--- src/include/pool_max_regs.svh ---
`ifndef POOL_MAX_REGS_SVH
`define POOL_MAX_REGS_SVH

//////////////////////////////
// register map
//////////////////////////////

// window length, write only legal 1..MAX_WINDOW
`define REG_CTRL    4'h0
// sample input, fp16 in bits 15..0
`define REG_SAMPLE  4'h4
// queue head, read pops
`define REG_RESULT  4'h8
// status, write bit 6 to clear overflow
`define REG_STATUS  4'hC

// status word fields
`define STAT_COUNT_MSB  3
`define STAT_COUNT_LSB  0
`define STAT_EMPTY      4
`define STAT_FULL       5
`define STAT_OVF        6
`define STAT_PARTIAL    7

`endif

--- src/verilog/pool_max_pkg.sv ---
package pool_max_pkg;

    //////////////////////////////
    // fp16 word
    //////////////////////////////

    // ieee half precision fields
    typedef struct packed {
        logic       sign;
        logic [4:0] exponent;
        logic [9:0] mantissa;
    } fp16_fields_s;

    // raw view for storage, field view for the comparator
    typedef union packed {
        logic [15:0]  raw;
        fp16_fields_s fld;
    } fp16_t;

    // canonical quiet nan, returned for any window holding a nan
    localparam logic [15:0] FP16_QNAN = 16'h7E00;

    //////////////////////////////
    // stream structs
    //////////////////////////////

    // one sample, apb slave to core
    typedef struct packed {
        logic  valid;
        fp16_t data;
    } sample_s;

    // one window maximum, core to queue
    typedef struct packed {
        logic  valid;
        fp16_t data;
    } result_s;

    // window config from REG_CTRL
    typedef struct packed {
        // 1..16
        logic [4:0] win_len;
        // single cycle, on each length write
        logic       restart;
    } pool_cfg_s;

endpackage

--- src/verilog/fp16_compare.sv ---
`timescale 1ns/1ps

module fp16_compare (
    input  pool_max_pkg::fp16_t a,
    input  pool_max_pkg::fp16_t b,
    output logic                a_gt_b,
    output logic                any_nan
);

    logic        a_nan;
    logic        b_nan;
    logic [14:0] a_mag;
    logic [14:0] b_mag;
    logic        both_zero;

    // nan: exponent all ones, mantissa nonzero
    assign a_nan = (&a.fld.exponent) & (|a.fld.mantissa);
    assign b_nan = (&b.fld.exponent) & (|b.fld.mantissa);
    assign any_nan = a_nan | b_nan;

    // magnitude without sign, inf sits above every finite value
    assign a_mag = {a.fld.exponent, a.fld.mantissa};
    assign b_mag = {b.fld.exponent, b.fld.mantissa};

    // +0 and -0 are the same value
    assign both_zero = (a_mag == 15'd0) && (b_mag == 15'd0);

    always_comb begin
        a_gt_b = 1'b0;
        if (any_nan || both_zero) begin
            // unordered or equal, never greater
            a_gt_b = 1'b0;
        end else begin
            case ({a.fld.sign, b.fld.sign})
                // both positive
                2'b00: a_gt_b = (a_mag > b_mag);
                // a positive, b negative
                2'b01: a_gt_b = 1'b1;
                // a negative, b positive
                2'b10: a_gt_b = 1'b0;
                // both negative, smaller magnitude wins
                2'b11: a_gt_b = (a_mag < b_mag);
                default: a_gt_b = 1'b0;
            endcase
        end
    end

endmodule

--- src/verilog/max_pool_core.sv ---
`timescale 1ns/1ps

module max_pool_core #(
    parameter int MAX_WINDOW = 16
) (
    input  logic                    clk,
    input  logic                    rstn,
    input  pool_max_pkg::sample_s   sample,
    input  pool_max_pkg::pool_cfg_s cfg,
    output pool_max_pkg::result_s   result,
    output logic                    partial
);

    localparam int CNT_W = $clog2(MAX_WINDOW + 1);

    logic [CNT_W-1:0]    cnt;
    logic [CNT_W-1:0]    cnt_next;
    logic                nan_q;
    pool_max_pkg::fp16_t max_q;
    pool_max_pkg::fp16_t cmp_b;
    pool_max_pkg::fp16_t max_next;
    logic                first;
    logic                last;
    logic                a_gt_b;
    logic                any_nan;
    logic                res_valid;
    pool_max_pkg::fp16_t res_data;

    //////////////////////////////
    // compare
    //////////////////////////////

    assign first    = (cnt == '0);
    assign cnt_next = cnt + 1'b1;
    // win_len never exceeds MAX_WINDOW, so the cast keeps every legal value
    assign last     = (cnt_next == CNT_W'(cfg.win_len));

    // first sample compares against itself so a stale max can't flag nan
    assign cmp_b = first ? sample.data : max_q;

    fp16_compare u_cmp (
        .a       (sample.data),
        .b       (cmp_b),
        .a_gt_b  (a_gt_b),
        .any_nan (any_nan)
    );

    // strictly greater only, ties keep the earlier sample
    assign max_next = (first || a_gt_b) ? sample.data : max_q;

    //////////////////////////////
    // window state
    //////////////////////////////

    always_ff @(posedge clk or negedge rstn) begin
        if (!rstn) begin
            cnt       <= '0;
            nan_q     <= 1'b0;
            res_valid <= 1'b0;
        end else begin
            res_valid <= 1'b0;
            if (cfg.restart) begin
                // drop whatever partial window there is
                cnt   <= '0;
                nan_q <= 1'b0;
            end else if (sample.valid) begin
                if (last) begin
                    cnt       <= '0;
                    nan_q     <= 1'b0;
                    res_valid <= 1'b1;
                end else begin
                    cnt   <= cnt_next;
                    nan_q <= nan_q | any_nan;
                end
            end
        end
    end

    // running max and result word
    always_ff @(posedge clk) begin
        if (sample.valid) begin
            max_q <= max_next;
            if (last) begin
                // nan anywhere in the window wins
                res_data <= (nan_q || any_nan) ? pool_max_pkg::FP16_QNAN : max_next;
            end
        end
    end

    assign result.valid = res_valid;
    assign result.data  = res_data;
    assign partial      = (cnt != '0);

endmodule

--- src/verilog/pool_max_apb.sv ---
`timescale 1ns/1ps

`include "pool_max_regs.svh"

module pool_max_apb #(
    parameter int FIFO_DEPTH = 4,
    parameter int MAX_WINDOW = 16
) (
    input  logic                             clk,
    input  logic                             rstn,
    input  logic [3:0]                       paddr,
    input  logic                             psel,
    input  logic                             penable,
    input  logic                             pwrite,
    input  logic [31:0]                      pwdata,
    output logic [31:0]                      prdata,
    output logic                             pready,
    output logic                             pslverr,
    output pool_max_pkg::sample_s            sample,
    output pool_max_pkg::pool_cfg_s          cfg,
    input  logic                             partial,
    input  pool_max_pkg::fp16_t              head,
    input  logic [$clog2(FIFO_DEPTH+1)-1:0] count,
    input  logic                             full,
    input  logic                             overflow,
    output logic                             pop,
    output logic                             clr_ovf
);

    logic                access;
    logic                wr;
    logic                rd;
    logic                mapped;
    logic                empty;
    logic                len_bad;
    logic                ctrl_wr;
    logic                smp_wr;
    logic [4:0]          win_len_q;
    logic                restart_q;
    logic                smp_valid_q;
    pool_max_pkg::fp16_t smp_data_q;
    logic [31:0]         status;

    //////////////////////////////
    // decode
    //////////////////////////////

    // zero wait states, access phase always completes
    assign pready = 1'b1;
    assign access = psel & penable;
    assign wr     = access & pwrite;
    assign rd     = access & ~pwrite;

    assign mapped = (paddr == `REG_CTRL) || (paddr == `REG_SAMPLE) ||
                    (paddr == `REG_RESULT) || (paddr == `REG_STATUS);
    assign empty  = (count == '0);

    // window length must be 1..MAX_WINDOW
    assign len_bad = (pwdata == 32'd0) || (pwdata > 32'(MAX_WINDOW));

    assign ctrl_wr = wr && (paddr == `REG_CTRL) && !len_bad;
    assign smp_wr  = wr && (paddr == `REG_SAMPLE);

    // error cases, all in the access cycle
    assign pslverr = access && (!mapped ||
                     (pwrite && (paddr == `REG_CTRL) && len_bad) ||
                     (!pwrite && (paddr == `REG_RESULT) && empty));

    // queue controls act at the access edge
    assign pop     = rd && (paddr == `REG_RESULT) && !empty;
    assign clr_ovf = wr && (paddr == `REG_STATUS) && pwdata[`STAT_OVF];

    //////////////////////////////
    // config and sample regs
    //////////////////////////////

    always_ff @(posedge clk or negedge rstn) begin
        if (!rstn) begin
            win_len_q   <= 5'd1;
            restart_q   <= 1'b0;
            smp_valid_q <= 1'b0;
        end else begin
            // pulses, one cycle after the access
            restart_q   <= ctrl_wr;
            smp_valid_q <= smp_wr;
            if (ctrl_wr) begin
                win_len_q <= pwdata[4:0];
            end
        end
    end

    // sample word, no reset needed under valid
    always_ff @(posedge clk) begin
        if (smp_wr) begin
            smp_data_q <= pwdata[15:0];
        end
    end

    assign sample.valid = smp_valid_q;
    assign sample.data  = smp_data_q;
    assign cfg.win_len  = win_len_q;
    assign cfg.restart  = restart_q;

    //////////////////////////////
    // read side
    //////////////////////////////

    always_comb begin
        status = '0;
        status[`STAT_COUNT_MSB:`STAT_COUNT_LSB] = 4'(count);
        status[`STAT_EMPTY]   = empty;
        status[`STAT_FULL]    = full;
        status[`STAT_OVF]     = overflow;
        status[`STAT_PARTIAL] = partial;
    end

    // read mux, sample register reads back as zero
    always_comb begin
        case (paddr)
            `REG_CTRL:   prdata = 32'(win_len_q);
            `REG_RESULT: prdata = 32'(head.raw);
            `REG_STATUS: prdata = status;
            default:     prdata = '0;
        endcase
    end

endmodule

--- src/verilog/pool_max_top.sv ---
`timescale 1ns/1ps

module pool_max_top #(
    parameter int FIFO_DEPTH = 4,
    parameter int MAX_WINDOW = 16
) (
    input  logic        clk,
    input  logic        rstn,
    input  logic [3:0]  paddr,
    input  logic        psel,
    input  logic        penable,
    input  logic        pwrite,
    input  logic [31:0] pwdata,
    output logic [31:0] prdata,
    output logic        pready,
    output logic        pslverr
);

    localparam int CNT_W = $clog2(FIFO_DEPTH + 1);

    // apb to core
    pool_max_pkg::sample_s   sample;
    pool_max_pkg::pool_cfg_s cfg;
    logic                    partial;
    // core to queue
    pool_max_pkg::result_s   result;
    // queue to apb and back
    pool_max_pkg::fp16_t     head;
    logic [CNT_W-1:0]        count;
    logic                    full;
    logic                    overflow;
    logic                    pop;
    logic                    clr_ovf;

    //////////////////////////////
    // blocks
    //////////////////////////////

    pool_max_apb #(
        .FIFO_DEPTH (FIFO_DEPTH),
        .MAX_WINDOW (MAX_WINDOW)
    ) u_apb (
        .clk      (clk),
        .rstn     (rstn),
        .paddr    (paddr),
        .psel     (psel),
        .penable  (penable),
        .pwrite   (pwrite),
        .pwdata   (pwdata),
        .prdata   (prdata),
        .pready   (pready),
        .pslverr  (pslverr),
        .sample   (sample),
        .cfg      (cfg),
        .partial  (partial),
        .head     (head),
        .count    (count),
        .full     (full),
        .overflow (overflow),
        .pop      (pop),
        .clr_ovf  (clr_ovf)
    );

    max_pool_core #(
        .MAX_WINDOW (MAX_WINDOW)
    ) u_core (
        .clk     (clk),
        .rstn    (rstn),
        .sample  (sample),
        .cfg     (cfg),
        .result  (result),
        .partial (partial)
    );

    result_fifo #(
        .FIFO_DEPTH (FIFO_DEPTH)
    ) u_fifo (
        .clk      (clk),
        .rstn     (rstn),
        .result   (result),
        .pop      (pop),
        .clr_ovf  (clr_ovf),
        .head     (head),
        .count    (count),
        .full     (full),
        .overflow (overflow)
    );

endmodule

--- src/verilog/result_fifo.sv ---
`timescale 1ns/1ps

module result_fifo #(
    parameter int FIFO_DEPTH = 4
) (
    input  logic                             clk,
    input  logic                             rstn,
    input  pool_max_pkg::result_s            result,
    input  logic                             pop,
    input  logic                             clr_ovf,
    output pool_max_pkg::fp16_t              head,
    output logic [$clog2(FIFO_DEPTH+1)-1:0] count,
    output logic                             full,
    output logic                             overflow
);

    localparam int PTR_W = $clog2(FIFO_DEPTH);
    localparam int CNT_W = $clog2(FIFO_DEPTH + 1);

    pool_max_pkg::fp16_t mem [FIFO_DEPTH];
    logic [PTR_W-1:0]    wr_ptr;
    logic [PTR_W-1:0]    rd_ptr;
    logic [CNT_W-1:0]    cnt_q;
    logic                empty;
    logic                do_pop;
    logic                do_push;
    logic                drop;

    assign empty = (cnt_q == '0);
    assign full  = (cnt_q == CNT_W'(FIFO_DEPTH));

    // pop on empty ignored
    assign do_pop  = pop & ~empty;
    // a slot freed by a same cycle pop takes the push
    assign do_push = result.valid & (~full | do_pop);
    assign drop    = result.valid & full & ~do_pop;

    //////////////////////////////
    // pointers and count
    //////////////////////////////

    // depth is a power of two, pointers wrap on their own
    always_ff @(posedge clk or negedge rstn) begin
        if (!rstn) begin
            wr_ptr   <= '0;
            rd_ptr   <= '0;
            cnt_q    <= '0;
            overflow <= 1'b0;
        end else begin
            if (do_push) begin
                wr_ptr <= wr_ptr + 1'b1;
            end
            if (do_pop) begin
                rd_ptr <= rd_ptr + 1'b1;
            end
            case ({do_push, do_pop})
                2'b10:   cnt_q <= cnt_q + 1'b1;
                2'b01:   cnt_q <= cnt_q - 1'b1;
                default: cnt_q <= cnt_q;
            endcase
            // sticky, a new drop beats the clear
            if (drop) begin
                overflow <= 1'b1;
            end else if (clr_ovf) begin
                overflow <= 1'b0;
            end
        end
    end

    // storage
    always_ff @(posedge clk) begin
        if (do_push) begin
            mem[wr_ptr] <= result.data;
        end
    end

    assign head  = mem[rd_ptr];
    assign count = cnt_q;

endmodule
--- config.mk ---
export PLATFORM = sky130hd
export DESIGN_NAME = pool_max_top
export DESIGN_NICKNAME = d
export VERILOG_FILES = /design/src/verilog/pool_max_pkg.sv /design/src/verilog/fp16_compare.sv /design/src/verilog/max_pool_core.sv /design/src/verilog/pool_max_apb.sv /design/src/verilog/pool_max_top.sv /design/src/verilog/result_fifo.sv
export VERILOG_INCLUDE_DIRS = /design/src /design/src/include
export SDC_FILE = /design/constraint.sdc
export NUM_CORES = 1
export LEC_CHECK = 0
export BUFFER_PORTS_ARGS = -buffer_cell sky130_fd_sc_hd__buf_2
export CAP_MARGIN = 40
export CORE_MARGIN = 8
export CORE_UTILIZATION = 45
export DETAILED_ROUTE_END_ITERATION = 12
export HOLD_SLACK_MARGIN = 0.06
export PLACE_DENSITY = 0.67
export SLEW_MARGIN = 20
export SYNTH_ARGS = -nofsm -noshare
export SYNTH_HDL_FRONTEND = slang
export SYNTH_SLANG_ARGS = --single-unit
export TNS_END_PERCENT = 20
--- constraint.sdc ---
create_clock -name clk -period 4 [get_ports clk]
set_clock_uncertainty 0.1 [all_clocks]
set_input_delay 0.6 -clock clk [delete_from_list [all_inputs] [get_ports clk]]
set_output_delay 0.6 -clock clk [all_outputs]
set_load 0.03 [all_outputs]
==> results of run 1 <==
## metal layers
layer	up-vias	GRT usage, %	routed length (um)
li1	1954	-	-
met3	10	4.21	672
met5	-	0	0
met2	123	23.4	6320
met1	1954	19.2	5790
met4	0	5.92	182
## cells in the mapped netlist (all sizes together) (2+ instances only)
cell type / instances / area [um^2]
xnor2: 8 / 70.1
nand2: 53 / 199
nor2: 19 / 78.8
mux2i: 22 / 220
buf: 23 / 174
xor2: 4 / 35.0
a211oi: 5 / 55.1
a22oi: 4 / 30.0
nor2b: 10 / 62.6
clkbuf: 8 / 30.0
a31oi: 2 / 12.5
edfxtp: 112 / 3360
o22a: 2 / 17.5
nand2b: 4 / 25.0
o22ai: 5 / 31.3
dfrtp: 21 / 526
or4: 7 / 52.6
inv: 15 / 56.3
nor3: 7 / 35.0
conb: 2 / 7.51
or3b: 3 / 26.3
nand3: 18 / 95.1
nand4: 7 / 50.1
o21ai: 21 / 105
mux4: 16 / 360
a21oi: 9 / 45.0
and3: 10 / 62.6
and2: 4 / 25.0
nor4: 9 / 56.3
ha: 20 / 250
mux2: 13 / 154
## state kept, by name, indices dropped and copies added (netlist names)
signal and flops:
u_apb.smp_data_q 16, u_fifo.mem 64, u_fifo.count 3, u_apb.restart_q 1, u_core.res_valid 1, u_core.max_q 16, u_fifo.wr_ptr 2, u_apb.smp_valid_q 1
u_core.cnt 5, u_core.nan_q 1, u_core.res_data 16, u_apb.win_len_q 5, u_fifo.overflow 1, u_fifo.rd_ptr 2
## power by group
group	switching, W	internal (W)
combinational	0.000234	0.000212
sequential	0.0000293	0.00153
clock	0.000596	0.000797
total	0.000859	0.00254
## kinds of logic (layout without fill, tap and decap cells)
family          after synthesis  after routing
buf+inv                      46            119
xor+xnor                     12             12
compound gates               57             57
other cells                   2             17
simple gates                159            160
fa+ha+maj                    21             21
flops                       134            134
mux                          51             51
## worst max path at each step
stage	start	endpoint	slack, ns
finish	u_core.cnt[0]	u_core.max_q[4]	0.23
global route	u_core.cnt[0]	u_core.max_q[5]	0.02
CTS	u_core.cnt[0]	u_core.res_data[7]	0.24
detailed placement	u_core.cnt[0]	u_core.max_q[1]	0.25
global placement	u_core.cnt[0]	u_core.max_q[5]	0.33
floorplan	u_core.cnt[0]	u_core.max_q[7]	0.1
## area by class of cell
class | instances | share of cell area (%)
sequential | 134 | 51.7
multi-input combinational | 318 | 31.7
timing repair buffer | 72 | 5.73
clock buffer | 19 | 5.72
tap | 184 | 3.04
clock inverter | 13 | 1.32
inverter | 15 | 0.744
## timing repair
| item | in CTS | in global routing |
|---|---|---|
| endpoints found under the hold margin | 21 | 0 |
| hold buffers | 1 | 0 |
| gates resized for setup | 0 | 1 |
| endpoints found under the setup margin | 0 | 16 |
## stage by stage
step                      instances  instance area (um^2)  hold slack (ns)  power [W]  worst slack (ns)
after global routing            755                  7570            0.256    0.00353            0.0248
after floorplan                 497                  6570            0.204    0.00194            0.0966
final                           755                  7570            0.265    0.00340             0.235
after detailed placement        719                  6990            0.384    0.00203             0.250
after CTS                       752                  7540            0.256    0.00342             0.237
after global placement          716                  6950            0.371    0.00202             0.326
==> flow_metrics.env, run 1 <==
export IMPL_nNetsFinal=620
export IMPL_overflow=0
export IMPL_cp_depth=12
export IMPL_drt_iter0_markers=375
export IMPL_cts_tree="yes"
export IMPL_drt_total_wl_um=13000
export IMPL_design_core_area_um2=14300
export IMPL_multi_input_area_um2=2400
export IMPL_num_rows=44
export IMPL_yosysWarnings=0
export IMPL_cts_sinks=134
export IMPL_grt_max_degree=26
export IMPL_drcViolationCount=0
export IMPL_reg2reg_to="u_core.max_q[4]"
export IMPL_die_width_um=136
export IMPL_via_count=4041
export IMPL_die_y_um=136
export IMPL_cts_made_buffers=17
export IMPL_io_pins=75
export IMPL_cap_violations=0
export IMPL_crit_required_ns=4.07
export IMPL_clk_latency_ns=0.42
export IMPL_status="complete, no violations"
export IMPL_fin_crit_ns=3.77
export IMPL_crit_buf_inv=1
export IMPL_rsz0062_at_grt="false"
export IMPL_clk_pin_slew_ns=0.06
export IMPL_synth_seq_area_share_pct=60.1
export IMPL_grt_first_pass_wirelength_um=21300
export IMPL_reg2reg_setup_slack_ns=0.23
export IMPL_cp_slowest_cell="or4b_4"
export IMPL_cp_top_family="simple AND/OR/NAND/NOR gates"
export IMPL_min_to="u_apb.smp_data_q[9]"
export IMPL_arrival_ns=3.84
export IMPL_start_kind="flop"
export IMPL_layout_common_cells="edfxtp_1, buf_2, nand2_1"
export IMPL_synth_adder_area_share_pct=4.15
export IMPL_floorplan_initialDensity_pct=45.5
export IMPL_syn_to_final_growth_pct=16.2
export IMPL_antenna_found_initial=0
export IMPL_cts_path_max_buffers=2
export IMPL_final_util_pct=52.9
export IMPL_whs_path_depth=1
export IMPL_grt_pass1_vias=4188
export IMPL_portBuffers=57
export IMPL_reg2regPathDepth=12
export IMPL_cp_cell_sequence="inv_1 -> ha_1 -> or4b_4 -> mux2i_1 -> ha_1 -> a211oi_1 -> nor2_1 -> o221ai_1 -> nand4_2 -> a31o_2 -> nor2_2 -> mux2_2"
export IMPL_viasPerCell=5.35
export IMPL_relSlewSlack_pct=49.6
export IMPL_syn_area_per_cell_um2=13.5
export IMPL_async_reset_ff_share_pct=16.4
export IMPL_synthDistinctLibCells=60
export IMPL_dieArea_um2=18600
export IMPL_finalSetupTns_ns=0
export IMPL_ant_nets=0
export IMPL_num_fill_cells=1210
export IMPL_end_kind="flop"
export IMPL_diodes=0
export IMPL_synth_compound_area_share_pct=5.70
export IMPL_vdd_ir_drop_worst_mv=0.277
export IMPL_slowest_delay_ns=0.57
export IMPL_syn_area_um2=6520
export IMPL_setup_viol=0
export IMPL_fin_crit_sh_pct=94.1
export IMPL_cp_max_fo=11
export IMPL_yosys_most_used_dff="edfxtp_1"
export IMPL_yosys_area_share_simple_pct=13.1
export IMPL_min_from="pwdata[9]"
export IMPL_power_leakage_nw=2.97
export IMPL_drive_above_1_share_pct=24.9
export IMPL_fmax_ghz=0.266
export IMPL_grt_usage_pct=14.9
export IMPL_final_common_cell="edfxtp_1"
export IMPL_dp_hpwl_um=9680
export IMPL_synth_top_family_by_area="simple AND/OR/NAND/NOR gates"
export IMPL_place_gp_congestion=0.871
export IMPL_seqCellArea_um2=3920
export IMPL_drv_slew=0
export IMPL_worstSetupPathType="flop to flop"
export IMPL_cpMostUsedCell="ha_1"
export IMPL_syn_inst=482
export IMPL_worstHoldPathType="input pin to flop"
export IMPL_synth_mux_area_share_pct=11.3
export IMPL_hold_violations=0
export IMPL_htreeDepth=4
export IMPL_synth_xor_area_share_pct=1.61
export IMPL_synth_seq_cells=134
export IMPL_worst_slew_pin_slew_ns=0.757
export IMPL_postCtsSetupBuffers=0
export IMPL_reg2reg_from="u_core.cnt[0]"
export IMPL_synth_edf_count=112
export IMPL_wl_per_cell_um=17.2
export IMPL_dr_pass1_iters=5
export IMPL_pwr_density_cell_nw_per_um2=449
export IMPL_root_buffer="clkbuf_16"
No activity file was read; power rests on OpenSTA's default activity.
==> inputs of run 2 (changes only) <==
--- a/config.mk
+++ b/config.mk
@@ -9,10 +9,10 @@
 export BUFFER_PORTS_ARGS = -buffer_cell sky130_fd_sc_hd__buf_2
 export CAP_MARGIN = 40
 export CORE_MARGIN = 8
-export CORE_UTILIZATION = 45
+export CORE_UTILIZATION = 53
 export DETAILED_ROUTE_END_ITERATION = 12
 export HOLD_SLACK_MARGIN = 0.06
-export PLACE_DENSITY = 0.67
+export PLACE_DENSITY = 0.76
 export SLEW_MARGIN = 20
 export SYNTH_ARGS = -nofsm -noshare
 export SYNTH_HDL_FRONTEND = slang
==> flow_metrics.env, run 2 (synthesized netlist as in run 1, its figures left out) <==
export IMPL_design_area_um2=7570
export IMPL_clk_pin_slew_ns=0.06
export IMPL_grt_usage_pct=17.1
export IMPL_diodes=0
export IMPL_pwr_density_cell_nw_per_um2=471
export IMPL_largest_reg_flops=64
export IMPL_cts_tree="yes"
export IMPL_final_util_pct=63.0
export IMPL_grt_max_degree=26
export IMPL_cp_slowest_cell="or4b_4"
export IMPL_status="complete, no violations"
export IMPL_antenna_found_initial=0
export IMPL_io_pins=75
export IMPL_dp_hpwl_um=9300
export IMPL_syn_to_final_growth_pct=16.2
export IMPL_top_register="u_fifo.mem"
export IMPL_design_core_area_um2=12000
export IMPL_slowest_delay_ns=0.58
export IMPL_htreeDepth=4
export IMPL_fin_crit_ns=3.78
export IMPL_drv_slew=0
export IMPL_drcViolationCount=0
export IMPL_cp_cell_sequence="inv_1 -> ha_1 -> or4b_4 -> mux2i_1 -> ha_1 -> a211oi_1 -> nor2_1 -> o221ai_1 -> nand4_2 -> a31o_2 -> nor2_4 -> buf_12 -> mux2_2"
export IMPL_cts_path_max_buffers=2
export IMPL_grt_first_pass_wirelength_um=21100
export IMPL_drt_total_wl_um=13400
export IMPL_dr_pass1_iters=5
export IMPL_place_area_um2=6910
export IMPL_ant_nets=0
export IMPL_root_buffer="clkbuf_16"
export IMPL_die_width_um=127
export IMPL_vdd_ir_drop_worst_mv=0.316
export IMPL_cts_sinks=134
export IMPL_num_rows=40
export IMPL_cp_max_fo=11
export IMPL_relSlewSlack_pct=47.3
export IMPL_worstSetupPathType="flop to flop"
export IMPL_reg2reg_setup_slack_ns=0.22
export IMPL_hold_violations=0
export IMPL_power_leakage_nw=3.00
export IMPL_rsz0062_at_grt="false"
export IMPL_overflow=0
export IMPL_clk_latency_ns=0.42
export IMPL_drt_iter0_markers=317
export IMPL_grt_pass1_vias=4126
export IMPL_portBuffers=57
export IMPL_layout_common_cells="edfxtp_1, buf_2, nand2_1"
export IMPL_crit_required_ns=4.06
export IMPL_wl_per_cell_um=18.8
export IMPL_via_count=4151
export IMPL_fin_crit_sh_pct=94.5
export IMPL_setup_viol=0
export IMPL_end_kind="flop"
export IMPL_dieArea_um2=16100
export IMPL_drive_above_1_share_pct=24.4
export IMPL_place_gp_congestion=0.913
export IMPL_holdWs_ns=0.272
export IMPL_cts_made_buffers=17
export IMPL_finalNonFillerCells=717
export IMPL_arrival_ns=3.84
export IMPL_start_kind="flop"
export IMPL_cpMostUsedCell="ha_1"
export IMPL_worstHoldPathType="input pin to flop"
export IMPL_worst_slew_pin_slew_ns=0.790
export IMPL_finalSetupTns_ns=0
export IMPL_viasPerCell=5.79
export IMPL_final_common_cell="edfxtp_1"
export IMPL_nNetsFinal=619
export IMPL_die_y_um=127
export IMPL_fmax_ghz=0.264
export IMPL_dpl_cell_count=679
export IMPL_cap_violations=0
export IMPL_floorplan_initialDensity_pct=54.3
[run 2: cell count changes in the layout (fill, tap and decap cells not counted)]
cell        change
buf_8           -2
buf_4           +2
inv_6           -3
bufinv_16       +3
nor2_2          -1
clkinv_1        +2
buf_6           -1
buf_12          +1
clkinvlp_4      -2
[run 2: final timing paths]
kind                                     from                   end  depth (start not counted)
setup / recovery                u_core.cnt[0]       u_core.max_q[4]                         13
hold / removal                     pwdata[10]  u_apb.smp_data_q[10]                          1
setup reg to reg                u_core.cnt[0]       u_core.max_q[4]                         13
hold reg to reg            u_core.res_data[2]      u_fifo.mem[1][2]                          0
max in group asynchronous                rstn    u_apb.win_len_q[0]                          2
min in group asynchronous                rstn      u_fifo.wr_ptr[0]                          2
[run 2: final cells by class]
type                       instances  area (um^2)
inverter                          15         56.3
clock buffer                      19          433
sequential                       134         3920
clock inverter                    13          156
multi-input combinational        317         2400
tap                              147          184
timing repair buffer              72          428
fill                             882         4440
[run 2: repair_timing]
action	CTS	global route
hold buffers	1	0
hold endpoints to repair	17	0
buffers inserted	0	3
gates resized for setup	0	1
endpoints found under the setup margin	0	7
[run 2: metal layers]
metal  GRT usage (%)  wire (um)  vias up
met5               0          0        -
met4            6.58        244        0
met3            4.90        787       23
met2            28.1       6670      166
met1            20.9       5750     2008
li1                -          -     1954
[run 2: worst max-delay path: cells and delay by family (launching register included)]
kind / cells / cell delay [ns]
muxes: 2 / 0.49
adders and majority gates: 2 / 0.47
AOI/OAI and AO/OA: 3 / 0.80
buffers and inverters: 2 / 0.23
and+or+nand+nor: 4 / 1.01
DFF: 1 / 0.42
[run 2: power breakdown]
group          leakage [nW]  internal (W)  switching (W)
combinational          1.43      0.000221       0.000236
sequential             1.29       0.00153      0.0000373
clock                 0.280      0.000975       0.000570
total                  3.00       0.00273       0.000843
[run 2: metrics by stage]
stage	total power, W	setup slack (ns)
after CTS	0.00358	0.223
after detailed placement	0.00203	0.254
after global routing	0.00369	0.0315
final	0.00357	0.218
after floorplan	0.00194	0.0966
after global placement	0.00202	0.334
==> inputs of run 3 (changes only) <==
--- a/config.mk
+++ b/config.mk
@@ -13,6 +13,7 @@
 export DETAILED_ROUTE_END_ITERATION = 12
 export HOLD_SLACK_MARGIN = 0.06
 export PLACE_DENSITY = 0.76
+export REMOVE_ABC_BUFFERS = 1
 export SLEW_MARGIN = 20
 export SYNTH_ARGS = -nofsm -noshare
 export SYNTH_HDL_FRONTEND = slang
==> flow_metrics.env, run 3 (synthesized netlist as in run 1, its figures left out) <==
export IMPL_vdd_ir_drop_worst_mv=0.275
export IMPL_rsz0062_at_grt="true"
export IMPL_hold_buffers=0
export IMPL_cts_made_buffers=17
export IMPL_status="complete, no violations"
export IMPL_cts_path_max_buffers=2
export IMPL_num_fill_cells=893
export IMPL_num_rows=40
export IMPL_pwr_density_cell_nw_per_um2=474
export IMPL_power_leakage_nw=3.00
export IMPL_floorplan_initialDensity_pct=54.3
export IMPL_cts_tree="yes"
export IMPL_die_y_um=127
export IMPL_drive_above_1_share_pct=25.0
export IMPL_multi_input_area_um2=2410
export IMPL_top_register="u_fifo.mem"
export IMPL_viasPerCell=5.83
export IMPL_cp_max_fo=11
export IMPL_grt_pass1_vias=4239
export IMPL_layout_common_cells="edfxtp_1, buf_2, nand2_1"
export IMPL_worst_slew_pin_slew_ns=0.806
export IMPL_final_common_cell="edfxtp_1"
export IMPL_arrival_ns=3.88
export IMPL_reg2reg_from="u_core.cnt[0]"
export IMPL_worstSetupPathType="flop to flop"
export IMPL_grt_max_degree=26
export IMPL_cp_slowest_cell="or4b_4"
export IMPL_design_core_area_um2=12000
export IMPL_die_width_um=127
export IMPL_htreeDepth=4
export IMPL_dr_pass1_iters=5
export IMPL_finalSetupTns_ns=0
export IMPL_root_buffer="clkbuf_16"
export IMPL_nNetsFinal=617
export IMPL_dp_hpwl_um=9500
export IMPL_seqCellArea_um2=3920
export IMPL_holdWs_ns=0.0449
export IMPL_portBuffers=57
export IMPL_cap_violations=0
export IMPL_io_pins=75
export IMPL_drt_iter0_markers=319
export IMPL_syn_to_final_growth_pct=16.3
export IMPL_cts_sinks=134
export IMPL_antenna_found_initial=0
export IMPL_finalNonFillerCells=715
export IMPL_fin_crit_ns=3.81
export IMPL_crit_required_ns=4.06
export IMPL_ant_nets=0
export IMPL_hold_violations=0
export IMPL_grt_first_pass_wirelength_um=21300
export IMPL_cpMostUsedCell="ha_1"
export IMPL_start_kind="flop"
export IMPL_fin_crit_sh_pct=95.3
export IMPL_slowest_delay_ns=0.58
export IMPL_wl_per_cell_um=18.4
export IMPL_worstHoldPathType="input pin to asynchronous set/reset pin"
export IMPL_clk_latency_ns=0.42
export IMPL_place_gp_congestion=0.910
export IMPL_overflow=0
export IMPL_fmax_ghz=0.262
export IMPL_grt_usage_pct=17.1
export IMPL_clk_pin_slew_ns=0.06
export IMPL_diodes=0
export IMPL_largest_reg_flops=64
export IMPL_drcViolationCount=0
export IMPL_relSlewSlack_pct=46.2
export IMPL_setup_viol=0
export IMPL_critPathLaunch="u_core.cnt[0]"
export IMPL_drv_slew=0
export IMPL_cp_cell_sequence="inv_1 -> ha_1 -> or4b_4 -> mux2i_1 -> ha_1 -> a211oi_1 -> nor2_1 -> o221ai_1 -> nand4_2 -> a211oi_4 -> nor2_4 -> buf_12 -> mux2_4"
export IMPL_end_kind="flop"
export IMPL_dieArea_um2=16100
export IMPL_drt_total_wl_um=13100
export IMPL_via_count=4169
export IMPL_dpl_cell_count=681
[run 3: cell types whose count changed in the layout (fill, tap and decap cells not counted)]
cell / previous run / this run
clkinv_4: 3 / 6
clkinv_1: 3 / 1
a31o_2: 1 / 0
a31o_4: 0 / 1
buf_6: 2 / 1
clkbuf_1: 2 / 1
clkinvlp_4: 2 / 1
dlygate4sd3_1: 1 / 0
inv_6: 1 / 2
mux2i_1: 22 / 21
mux2i_2: 0 / 1
[run 3: layer usage]
metal,wire [um],vias up,GRT usage (%)
met5,0,-,0
met4,265,0,8.05
met3,832,26,4.73
met2,6370,166,27.1
met1,5680,2016,21.2
li1,-,1961,-
[run 3: cell type report]
class / instances / area share, %
clock buffer: 18 / 5.66
clock inverter: 14 / 2.33
inverter: 15 / 0.743
multi-input combinational: 317 / 31.8
sequential: 134 / 51.7
tap: 147 / 2.43
timing repair buffer: 70 / 5.37
[run 3: power by group]
group          switching, W  internal (W)
Clock              0.000585      0.000985
Sequential        0.0000402       0.00153
Combinational      0.000232      0.000218
[run 3: worst paths after layout]
path                                   endpoint  slack [ns]  cells past startpoint
max reg2reg                     u_core.max_q[7]        0.19                     13
max                             u_core.max_q[7]        0.19                     13
min in group clk           u_apb.smp_data_q[13]        0.27                      1
max in group asynchronous    u_apb.win_len_q[0]        3.38                      1
min reg2reg                  u_apb.win_len_q[0]        0.39                      2
min                             u_fifo.count[0]        0.04                      1
[run 3: timing repair]
action | 4_1_cts | 5_1_grt
hold endpoints to repair | 0 | 0
resized for setup | 0 | 3
buffers inserted | 0 | 1
endpoints found under the setup margin | 0 | 17
[run 3: metrics by stage]
stage	worst slack (ns)	util, %	power (W)	cell area, um^2
global placement	0.316	57.6	0.00202	6920
CTS	0.141	62.7	0.00360	7530
floorplan	0.0781	-	0.00191	6370
detailed placement	0.183	57.6	0.00203	6920
global route	-0.0285	63.1	0.00372	7580
finish	0.186	63.1	0.00359	7580
[run 3: worst max-delay path: cells and delay by family, from the launching register on]
kind	cells	cell delay (ns)
adder cells (fa/ha/maj)	2	0.43
flip-flops	1	0.41
AO/OA/AOI/OAI	3	0.89
buffers and inverters	2	0.25
AND/OR/NAND/NOR	4	0.97
multiplexers	2	0.50
